--- src/hdl/l1_cache_pkg.sv ---
package l1_cache_pkg;

	// Cache geometry. One word per line, direct mapped.
	localparam int data_width  = 32;
	localparam int addr_width  = 10;	// Word address.
	localparam int index_width = 4;
	localparam int tag_width   = 6;
	localparam int num_lines   = 16;

	// Controller states.
	typedef enum logic [3:0] {
		st_idle,
		st_compare,
		st_read_miss,
		st_read_mem,
		st_read_data,
		st_write_hit,
		st_write_miss,
		st_write_mem,
		st_write_data,
		st_write_back,
		st_write_back_mem
	} cache_state_e;

	typedef struct packed {
		logic                  we;
		logic [addr_width-1:0] addr;
		logic [data_width-1:0] wdata;
	} cpu_req_t;

	typedef struct packed {
		logic                 valid;
		logic                 dirty;
		logic [tag_width-1:0] tag;
	} tag_entry_t;

	typedef struct packed {
		logic                  we;
		logic [addr_width-1:0] addr;
		logic [data_width-1:0] wdata;
	} dram_req_t;

	// Address split: tag in the upper bits, index in the lower bits.
	function automatic logic [index_width-1:0] addr_index(input logic [addr_width-1:0] addr);
		return addr[index_width-1:0];
	endfunction

	function automatic logic [tag_width-1:0] addr_tag(input logic [addr_width-1:0] addr);
		return addr[addr_width-1 -: tag_width];
	endfunction

	// Rebuilds a word address from a stored tag and its line index.
	function automatic logic [addr_width-1:0] make_addr(input logic [tag_width-1:0] tag,
		input logic [index_width-1:0] index);
		return {tag, index};
	endfunction

endpackage

--- src/hdl/l1_tag_store.sv ---
`timescale 1ns/1ps

module l1_tag_store
	import l1_cache_pkg::*;
(
	input  logic                   clk,
	input  logic                   rst,

	// Lookup side.
	input  logic [index_width-1:0] index,
	input  logic [tag_width-1:0]   tag,
	output tag_entry_t             lookup,
	output logic                   hit,

	// Update side.
	input  logic                   tag_we,
	input  tag_entry_t             tag_wr
);

	tag_entry_t entries [num_lines];

	// Reset invalidates every line and clears its dirty bit.
	always_ff @(posedge clk)
	begin
		if (!rst)
		begin
			for (int i = 0; i < num_lines; i++)
			begin
				entries[i].valid <= 1'b0;
				entries[i].dirty <= 1'b0;
			end
		end
		else if (tag_we)
		begin
			entries[index] <= tag_wr;	// Whole entry replaced.
		end
	end

	// Combinational lookup of the indexed line.
	assign lookup = entries[index];

	// Hit needs a valid line with a matching tag.
	assign hit = lookup.valid && (lookup.tag == tag);

endmodule

--- src/hdl/l1_data_store.sv ---
`timescale 1ns/1ps

module l1_data_store
	import l1_cache_pkg::*;
(
	input  logic                   clk,

	// Line select, shared by read and write.
	input  logic [index_width-1:0] index,

	// Write port.
	input  logic                   data_we,
	input  logic [data_width-1:0]  wr_word,

	// Read port.
	output logic [data_width-1:0]  rd_word
);

	logic [data_width-1:0] words [num_lines];

	// One word per line, written at the clock edge.
	always_ff @(posedge clk)
	begin
		if (data_we)
		begin
			words[index] <= wr_word;
		end
	end

	// Asynchronous read. The new word shows up after the write edge.
	assign rd_word = words[index];

endmodule

--- src/hdl/l1_cache_ctrl.sv ---
`timescale 1ns/1ps

module l1_cache_ctrl
	import l1_cache_pkg::*;
(
	input  logic                   clk,
	input  logic                   rst,

	// CPU side.
	input  logic                   cache_cs,
	input  cpu_req_t               cache_req,
	output logic                   cache_ack,
	output logic [data_width-1:0]  cache_rdata,

	// Tag store.
	output logic [index_width-1:0] index,
	output logic [tag_width-1:0]   tag,
	input  tag_entry_t             lookup,
	input  logic                   hit,
	output logic                   tag_we,
	output tag_entry_t             tag_wr,

	// Data store.
	input  logic [data_width-1:0]  rd_word,
	output logic                   data_we,
	output logic [data_width-1:0]  wr_word,

	// DRAM side.
	output logic                   dram_cs,
	output dram_req_t              dram_req,
	input  logic [data_width-1:0]  dram_rdata,
	input  logic                   dram_ack
);

	cache_state_e          state;
	cache_state_e          next_state;
	cpu_req_t              req_q;		// Request held for the whole transaction.
	logic [data_width-1:0] dram_word;	// Fill word from DRAM.
	logic                  data_sel;	// 1 selects the DRAM word for the store.

	always_ff @(posedge clk)
	begin
		if (!rst)
			state <= st_idle;
		else
			state <= next_state;
	end

	// Request is sampled only when leaving idle.
	always_ff @(posedge clk)
	begin
		if (state == st_idle && cache_cs)
			req_q <= cache_req;
	end

	// DRAM data is only valid with the ack pulse, so keep it for the fill.
	always_ff @(posedge clk)
	begin
		if (dram_ack && !dram_req.we)
			dram_word <= dram_rdata;
	end

	assign index = addr_index(req_q.addr);
	assign tag   = addr_tag(req_q.addr);

	// Next state.
	always_comb
	begin
		next_state = state;
		case (state)
			st_idle:           if (cache_cs) next_state = st_compare;
			st_compare:
			begin
				if (hit)
					next_state = req_q.we ? st_write_hit : st_idle;
				else if (lookup.valid && lookup.dirty)
					next_state = st_write_back;	// Victim must go out first.
				else
					next_state = req_q.we ? st_write_miss : st_read_miss;
			end
			st_read_miss:      next_state = st_read_mem;
			st_read_mem:       if (dram_ack) next_state = st_read_data;
			st_read_data:      next_state = st_idle;
			st_write_hit:      next_state = st_idle;
			st_write_miss:     next_state = st_write_mem;
			st_write_mem:      if (dram_ack) next_state = st_write_data;
			st_write_data:     next_state = st_write_hit;
			st_write_back:     next_state = st_write_back_mem;
			st_write_back_mem: if (dram_ack) next_state = st_compare;
			default:           next_state = st_idle;
		endcase
	end

	// Output decode.
	always_comb
	begin
		cache_ack      = 1'b0;
		tag_we         = 1'b0;
		tag_wr.valid   = 1'b1;
		tag_wr.dirty   = 1'b0;
		tag_wr.tag     = tag;
		data_we        = 1'b0;
		data_sel       = 1'b0;
		dram_cs        = 1'b0;
		dram_req.we    = 1'b0;
		dram_req.addr  = req_q.addr;
		dram_req.wdata = '0;
		case (state)
			st_compare:    cache_ack = hit && !req_q.we;	// Read hit.
			st_read_mem,
			st_write_mem:  dram_cs = 1'b1;	// Line fetch.
			st_read_data:
			begin
				// Fill clean and hand the DRAM word straight to the CPU.
				cache_ack = 1'b1;
				tag_we    = 1'b1;
				data_we   = 1'b1;
				data_sel  = 1'b1;
			end
			st_write_data:
			begin
				tag_we   = 1'b1;
				data_we  = 1'b1;
				data_sel = 1'b1;
			end
			st_write_hit:
			begin
				cache_ack    = 1'b1;
				tag_we       = 1'b1;
				tag_wr.dirty = 1'b1;
				data_we      = 1'b1;
			end
			st_write_back_mem:
			begin
				dram_cs        = 1'b1;
				dram_req.we    = 1'b1;
				dram_req.addr  = make_addr(lookup.tag, index);	// Victim address.
				dram_req.wdata = rd_word;
				tag_we         = dram_ack;	// Line is clean once DRAM takes it.
				tag_wr.tag     = lookup.tag;
			end
			default: ;
		endcase
	end

	assign wr_word     = data_sel ? dram_word : req_q.wdata;
	assign cache_rdata = (state == st_read_data) ? dram_word : rd_word;

endmodule

--- src/hdl/l1_cache_top.sv ---
`timescale 1ns/1ps

module l1_cache_top
	import l1_cache_pkg::*;
(
	input  logic                  clk,
	input  logic                  rst,

	// CPU port.
	input  logic                  cache_cs,
	input  cpu_req_t              cache_req,
	output logic [data_width-1:0] cache_rdata,
	output logic                  cache_ack,

	// DRAM port.
	output logic                  dram_cs,
	output dram_req_t             dram_req,
	input  logic [data_width-1:0] dram_rdata,
	input  logic                  dram_ack
);

	// Shared line select and tag from the registered request.
	logic [index_width-1:0] index;
	logic [tag_width-1:0]   tag;

	// Tag store.
	tag_entry_t             lookup;
	logic                   hit;
	logic                   tag_we;
	tag_entry_t             tag_wr;

	// Data store.
	logic [data_width-1:0]  rd_word;
	logic                   data_we;
	logic [data_width-1:0]  wr_word;

	l1_tag_store u_l1_tag_store (
		.clk    (clk),
		.rst    (rst),
		.index  (index),
		.tag    (tag),
		.tag_we (tag_we),
		.tag_wr (tag_wr),
		.lookup (lookup),
		.hit    (hit)
	);

	l1_data_store u_l1_data_store (
		.clk     (clk),
		.index   (index),
		.data_we (data_we),
		.wr_word (wr_word),
		.rd_word (rd_word)
	);

	l1_cache_ctrl u_l1_cache_ctrl (
		.clk         (clk),
		.rst         (rst),
		.cache_cs    (cache_cs),
		.cache_req   (cache_req),
		.cache_ack   (cache_ack),
		.cache_rdata (cache_rdata),
		.index       (index),
		.tag         (tag),
		.lookup      (lookup),
		.hit         (hit),
		.tag_we      (tag_we),
		.tag_wr      (tag_wr),
		.rd_word     (rd_word),
		.data_we     (data_we),
		.wr_word     (wr_word),
		.dram_cs     (dram_cs),
		.dram_req    (dram_req),
		.dram_rdata  (dram_rdata),
		.dram_ack    (dram_ack)
	);

endmodule

--- config.mk ---
export PLATFORM = sky130hd
export DESIGN_NAME = l1_cache_top
export DESIGN_NICKNAME = d
export VERILOG_FILES = /design/src/hdl/l1_cache_pkg.sv /design/src/hdl/l1_tag_store.sv /design/src/hdl/l1_data_store.sv /design/src/hdl/l1_cache_ctrl.sv /design/src/hdl/l1_cache_top.sv
export SDC_FILE = /design/constraint.sdc
export NUM_CORES = 1
export LEC_CHECK = 0
export ABC_AREA = 1
export BUFFER_PORTS_ARGS = -buffer_cell sky130_fd_sc_hd__buf_2
export CORE_AREA = 2 2 248 348
export DETAILED_ROUTE_END_ITERATION = 10
export DIE_AREA = 0 0 250 350
export GPL_TIMING_DRIVEN = 0
export PLACE_DENSITY_LB_ADDON = 0.1
export SLEW_MARGIN = 20
export SYNTH_ARGS = -nofsm -noshare
export SYNTH_HDL_FRONTEND = slang
export SYNTH_SLANG_ARGS = --single-unit
--- constraint.sdc ---
create_clock -name clk -period 5.97 [get_ports clk]
set_input_delay 0.2985 -clock clk [delete_from_list [all_inputs] [get_ports clk]]
set_output_delay 0.2985 -clock clk [all_outputs]
set_load 0.005 [all_outputs]
==> flow_summary.ini, run 1 <==
[job]
cap_viol_max_count = 0

[place]
dp_hpwl_mm = 74.38
io_buffers = 154
gp_congestion = 0.8822

[sta]
fin_crit_sh_pct = 72.96
worst_pin_slew_ps = 1146
layout_min_cycle_time_ps = 4356
max_freq_ghz = 0.2296
slew_headroom_pct = 23.57
fin_skew_ps = 21.84
final_hold_viol_count = 0
slew_viol_final = 0
setup_violations = 0
tns_ps = 0
worst_hold_slack_ps = 95.41
rsz0062_at_grt = no

[setup_path]
cp.required_ps = 5670
crit_type = flop to primary output
end_kind = primary output
crit_path_cell_trace = buf_2, inv_2, buf_4, buf_4, clkbuf_1, o21ai_0, o22ai_1, o211ai_1, nand2_1, inv_1, o21ai_1, buf_2
worst_path_largest_cell_delay_ps = 640
cp-start-kind = flop
crit_arrival_ps = 4060
critPathSlowestCell = clkbuf_1
worstPathMaxFanout = 10

[final_layout]
final_core_util_pct = 42.38
regArea_um2 = 21460
final_nets = 2821
area_growth_syn_to_layout_pct = 21.78
antenna_cells = 0
fillers = 8001
drive_gt1_share_pct = 14.41
multi_input_area_um2 = 6700

[yosys]
synth_area_leaders = edfxtp_1 72%, o21ai_0 4.9%, nor2_1 4.8%
synthSimpleGateAreaFrac_pct = 11.38
synth_mux_area_share_pct = 0
synth_area_um2 = 29300
synth_ff_type = edfxtp_1
syn_inst = 2396
synth_top_family_by_area = simple AND/OR/NAND/NOR gates
yosys.area_share.xor_xnor_pct = 0
yosysTopAreaCell = edfxtp_1
synth-seq-cells = 723
synth_cell_type_count = 28
yosysTopAreaCellShare_pct = 71.54
ys_async_sr_fraction_pct = 0
synth_edf_count = 698
ys_warn_count = 0
yosys.area_share.adder_pct = 0
syn_nets = 2475
seq_area_frac_synth_pct = 73.25
syn_area_per_cell_um2 = 12.23
synth_compound_area_share_pct = 10.99

[clocking]
postCtsSetupRepairBufs = 0
htreeDepth = 3
cts_buffers = 76
clkSinkCount = 723
clk_pin_slew_ps = 60
cts_tree = yes
root_buffer = clkbuf_16
clk-insertion-delay-late_ps = 650
clockBufferDepth = 3
cts_resized = 0

[die]
num_io_pins = 156
initial_core_util_pct = 34.80
dieArea_um2 = 87500
die_w_um = 250
dieHeight_um = 350
coreArea_um2 = 84190
rows = 126

[global_routing]
antenna_found_initial = 3
grt_pass1_vias = 21270
grt_overflow = 0
grt_pass1_wl_mm = 152.5
grtUsageTotal_pct = 24.50
grt_max_degree = 24

[route]
wl_mm = 107.8
vias = 21140
vias_per_cell = 5.433
drt-wirelength-per-cell_um = 27.71
ant_nets = 0
drt-initial-drc-count = 2023
firstDrtPassIters = 5
drc = 0

[min_path]
hold_class = input port to flop

[pwr]
p_leak_nw = 12.51
ir_worst_vdd_mv = 0.2800
p_per_area_nw_per_um2 = 505.1

[status]
outcome = finished clean
metrics by stage:
stage | instances | power (W) | setup slack, ps | instance area, um2
floorplan | 2396 | 0.009997 | 2967 | 29300
global placement | 3638 | 0.01309 | -157.4 | 31430
detailed placement | 3676 | 0.01325 | 1896 | 32460
CTS | 3891 | 0.01808 | 1619 | 35680
global route | 3891 | 0.01874 | 1465 | 35680
finish | 3891 | 0.01802 | 1614 | 35680
cell usage after synthesis (2+ instances only):
cell        n
edfxtp_1  698
nor2_1    373
nand2_1   343
o21ai_0   285
inv_1     126
nand3_1   112
clkbuf_1  100
o221ai_1   90
o211ai_1   44
o22ai_1    43
a21oi_1    30
buf_2      27
dfxtp_1    25
o21ai_1    22
a31oi_1    21
buf_4      17
buf_6      10
inv_2       9
buf_1       4
nor2_2      4
clkinv_1    3
or2_2       3
nor2_4      2
path summary, 6_finish.rpt:
path / startpoint / end / slack [ps] / cells past startpoint
setup / recovery: flop / cache_rdata[17] / 1610 / 12
hold / removal: dram_ack / u_l1_cache_ctrl.state[2] / 100 / 4
setup reg to reg: u_l1_cache_ctrl.state[2] / u_l1_tag_store.entries[4][6] / 2290 / 13
hold reg to reg: u_l1_tag_store.entries[11][7] / u_l1_tag_store.entries[11][7] / 450 / 2
report_power, final:
| group | internal, W | total (W) | switching [W] |
|---|---|---|---|
| clock | 0.00273 | 0.00481 | 0.00207 |
| sequential | 0.00634 | 0.00645 | 0.000105 |
| combinational | 0.00170 | 0.00676 | 0.00506 |
state kept, by name, indices dropped and copies added, names as in the netlist, named ones only:
name,flops
u_l1_data_store.words,512
u_l1_tag_store.entries,128
u_l1_cache_ctrl.req_q,33
u_l1_cache_ctrl.dram_word,32
u_l1_cache_ctrl.tag,6
u_l1_cache_ctrl.index,4
u_l1_cache_ctrl.state,4
critical path, delay by kind of cell, from the launching register on:
| kind | cells | cell delay (ps) |
|---|---|---|
| flops | 1 | 290 |
| buf+inv | 7 | 2010 |
| compound gates | 4 | 990 |
| simple gates | 1 | 120 |
repair_timing:
item                                   CTS  global route
hold buffers                            76             0
endpoints found under the hold margin   80             0
setup endpoints to repair                0             0
cell families after synthesis:
logic type | after synthesis
flip-flops | 723
AO/OA/AOI/OAI | 537
AND/OR/NAND/NOR | 840
buffers and inverters | 296
placed cells by master (no fill, tap or decap), types with 5 or more instances in the layout:
master	count
buf_2	181
nor2_4	20
inv_6	5
bufinv_16	8
buf_6	12
buf_4	18
o22ai_1	43
buf_12	13
clkinv_1	11
edfxtp_1	698
dfxtp_1	25
inv_2	9
o211ai_1	44
o21ai_0	279
clkbuf_1	114
nor2_1	355
nand2_1	343
clkinv_2	20
dlygate4sd3_1	76
o21ai_1	25
a31oi_1	21
nand3_1	112
o221ai_1	90
buf_16	21
a21oi_1	30
inv_1	126
clkbuf_16	77
routing by layer:
layer	GRT usage [%]	vias to the layer above	share of wire [%]
li1	-	9347	-
met1	30.30	10660	40
met3	3.325	198	6.1
met5	0	-	0
met2	43.04	932	50
met4	10.36	0	4.1
layout make-up:
class | count | share of cell area [%]
clock buffers | 92 | 5.558
well taps | 1088 | 3.815
clock inverters | 47 | 1.326
plain buffers | 158 | 2.153
multi-input cells | 1377 | 18.78
repair buffers | 268 | 6.768
inverters | 138 | 1.452
flip-flops and latches | 723 | 60.15
No activity file was read; power rests on OpenSTA's default activity.
==> inputs of run 2 (changes only) <==
clock period = 3.6 ns   (was 5.97 ns; I/O delays follow)
==> run 2 against run 1 <==
Effect of this change: first-iteration DRC count down 5.1%; critical path type unchanged; non-clock buffer count up 13; register-to-register slack worse by 2000 ps; combinational power up 72%; final area up 1.3%; worst hold slack better by 140 ps.
==> flow_summary.ini, run 2 (synthesized netlist as in run 1, its figures left out) <==
[sta]
layout_min_cycle_time_ps = 3573
slew_headroom_pct = 25.95
fin_skew_ps = 22.30
final_hold_viol_count = 0
rsz0062_at_grt = yes
tns_ps = 0
max_freq_ghz = 0.2799
fin_crit_sh_pct = 99.26
worst_pin_slew_ps = 1111
slew_viol_final = 0
setup_violations = 0

[setup_path]
cp.required_ps = 3420
r2r_cells = 10
crit_family = buffers and inverters
r2r_end = u_l1_data_store.words[15][20]
worst_path_largest_cell_delay_ps = 700
regToRegSetupSlack_ps = 250
path_depth = 8
r2r_start = u_l1_cache_ctrl.state[2]
crit_path_end = cache_rdata[17]
end_kind = primary output
crit_arrival_ps = 3390
worstPathMaxFanout = 10
worst-path-buf-inv = 5
cp-start-kind = flop
crit_path_cell_trace = clkbuf_1, buf_2, clkbuf_1, o211ai_1, nand2_1, inv_1, o21ai_2, buf_2
crit_type = flop to primary output
critPathSlowestCell = clkbuf_1

[final_layout]
largest_register_ffs = 512
area_growth_syn_to_layout_pct = 23.34
final_core_util_pct = 42.93
drive_gt1_share_pct = 17.76
antenna_cells = 0
fin_cells = 3904
reg.largest.list = u_l1_data_store.words: 512 flops, u_l1_tag_store.entries: 128 flops, u_l1_cache_ctrl.req_q: 33 flops
regArea_um2 = 21460
fillers = 7971
final_common_cell = edfxtp_1
multi_input_area_um2 = 6865
largest-register = u_l1_data_store.words
final_cell_mix = 698 x edfxtp_1, 344 x nor2_1, 343 x nand2_1, 279 x o21ai_0, 178 x buf_2
final_nets = 2834

[route]
vias_per_cell = 5.420
drt-wirelength-per-cell_um = 27.70
firstDrtPassIters = 6
drt-initial-drc-count = 1920
ant_nets = 0
drc = 0
vias = 21160
wl_mm = 108.1

[clocking]
clk-insertion-delay-late_ps = 640
root_buffer = clkbuf_16
clk_pin_slew_ps = 60
cts_buffers = 76
clockBufferDepth = 3
htreeDepth = 3
clkSinkCount = 723
cts_tree = yes

[global_routing]
grt_max_degree = 24
grt_overflow = 0
grtUsageTotal_pct = 24.57
grtUsageMet3_pct = 3.198
antenna_found_initial = 3
grt_pass1_vias = 21380
grt-busiest-layer = met2
grtUsageMet1_pct = 30.33
met2_usage_pct = 43.36
grt_pass1_wl_mm = 153.0

[pwr]
swShare_pct = 40.02
seqPwrFrac_pct = 35.4
combPwrFrac_pct = 38.3
intPower_w = 0.01813
ir_worst_vdd_mv = 0.4581
finalPower_w = 0.03022
p_leak_nw = 12.79
switchingPower_w = 0.01210
p_per_area_nw_per_um2 = 836.3
p_clk_share_pct = 26.3

[die]
initial_core_util_pct = 34.80
coreArea_um2 = 84190
dieHeight_um = 350
num_io_pins = 156
dieArea_um2 = 87500
rows = 126
die_w_um = 250

[place]
io_buffers = 154
place_inst = 3676
dp_hpwl_mm = 74.38
gp_congestion = 0.8822

[status]
outcome = finished clean

[job]
cap_viol_max_count = 0

[min_path]
hold_class = input port to flop
hold_depth = 2
## run 2: worst min path at each step
stage                                     to      startpoint
2_1_floorplan   u_l1_cache_ctrl.dram_word[0]   dram_rdata[0]
3_3_place_gp       u_l1_cache_ctrl.req_q[27]   cache_req[27]
3_5_place_dp       u_l1_cache_ctrl.req_q[16]   cache_req[16]
4_1_cts            u_l1_cache_ctrl.req_q[16]   cache_req[16]
5_1_grt        u_l1_cache_ctrl.dram_word[13]  dram_rdata[13]
6_report       u_l1_cache_ctrl.dram_word[13]  dram_rdata[13]
## run 2: routing by layer
layer  wire length (um)  vias to the layer above
li1                   -                     9371
met1              43330                    10700
met2              53780                      886
met3               6325                      204
met4               4694                        0
met5                  0                        -
## run 2: final cells by class
class / count / share of cell area, %
timing repair buffer: 282 / 7.105
buffer: 157 / 2.507
inverter: 138 / 1.440
clock buffer: 92 / 5.488
sequential: 723 / 59.39
multi-input combinational: 1377 / 19.00
clock inverter: 47 / 1.309
tap: 1088 / 3.767
## run 2: per-stage QoR
stage	cell area, um2	setup slack [ps]	hold slack (ps)
floorplan	29300	597.3	278.9
global placement	31430	-2527	356.4
detailed placement	32460	-474.4	358.1
CTS	36050	2.705	207.3
global route	36140	-59.55	222.3
finish	36140	26.67	235.5
## run 2: worst reg2reg max path, cell delays in order, from the launching register on
cell and delay, ps:
dfxtp_1 360, inv_1 70, nor2_1 120, inv_1 120
nor2_4 390, nor2_4 190, inv_2 290, nor2_4 160
clkdlybuf4s15_2 490, nor2_4 550, buf_12 290
## run 2: what timing repair did
action	4_1_cts	5_1_grt
gates resized for setup	90	54
cloned	0	0
hold buffers	80	0
endpoints found under the hold margin	86	0
pin swaps	7	4
setup buffers	8	2
setup endpoints to repair	358	259
## run 2: power by group through the flow
stage / sequential [W] / combinational, W / clock [W]
3_3_place_gp: 0.0109 / 0.0108 / 0
3_5_place_dp: 0.0109 / 0.0111 / 0
6_report: 0.0107 / 0.0116 / 0.00796
5_1_grt: 0.0107 / 0.0123 / 0.00839
2_1_floorplan: 0.0108 / 0.00580 / 0
4_1_cts: 0.0107 / 0.0115 / 0.00809
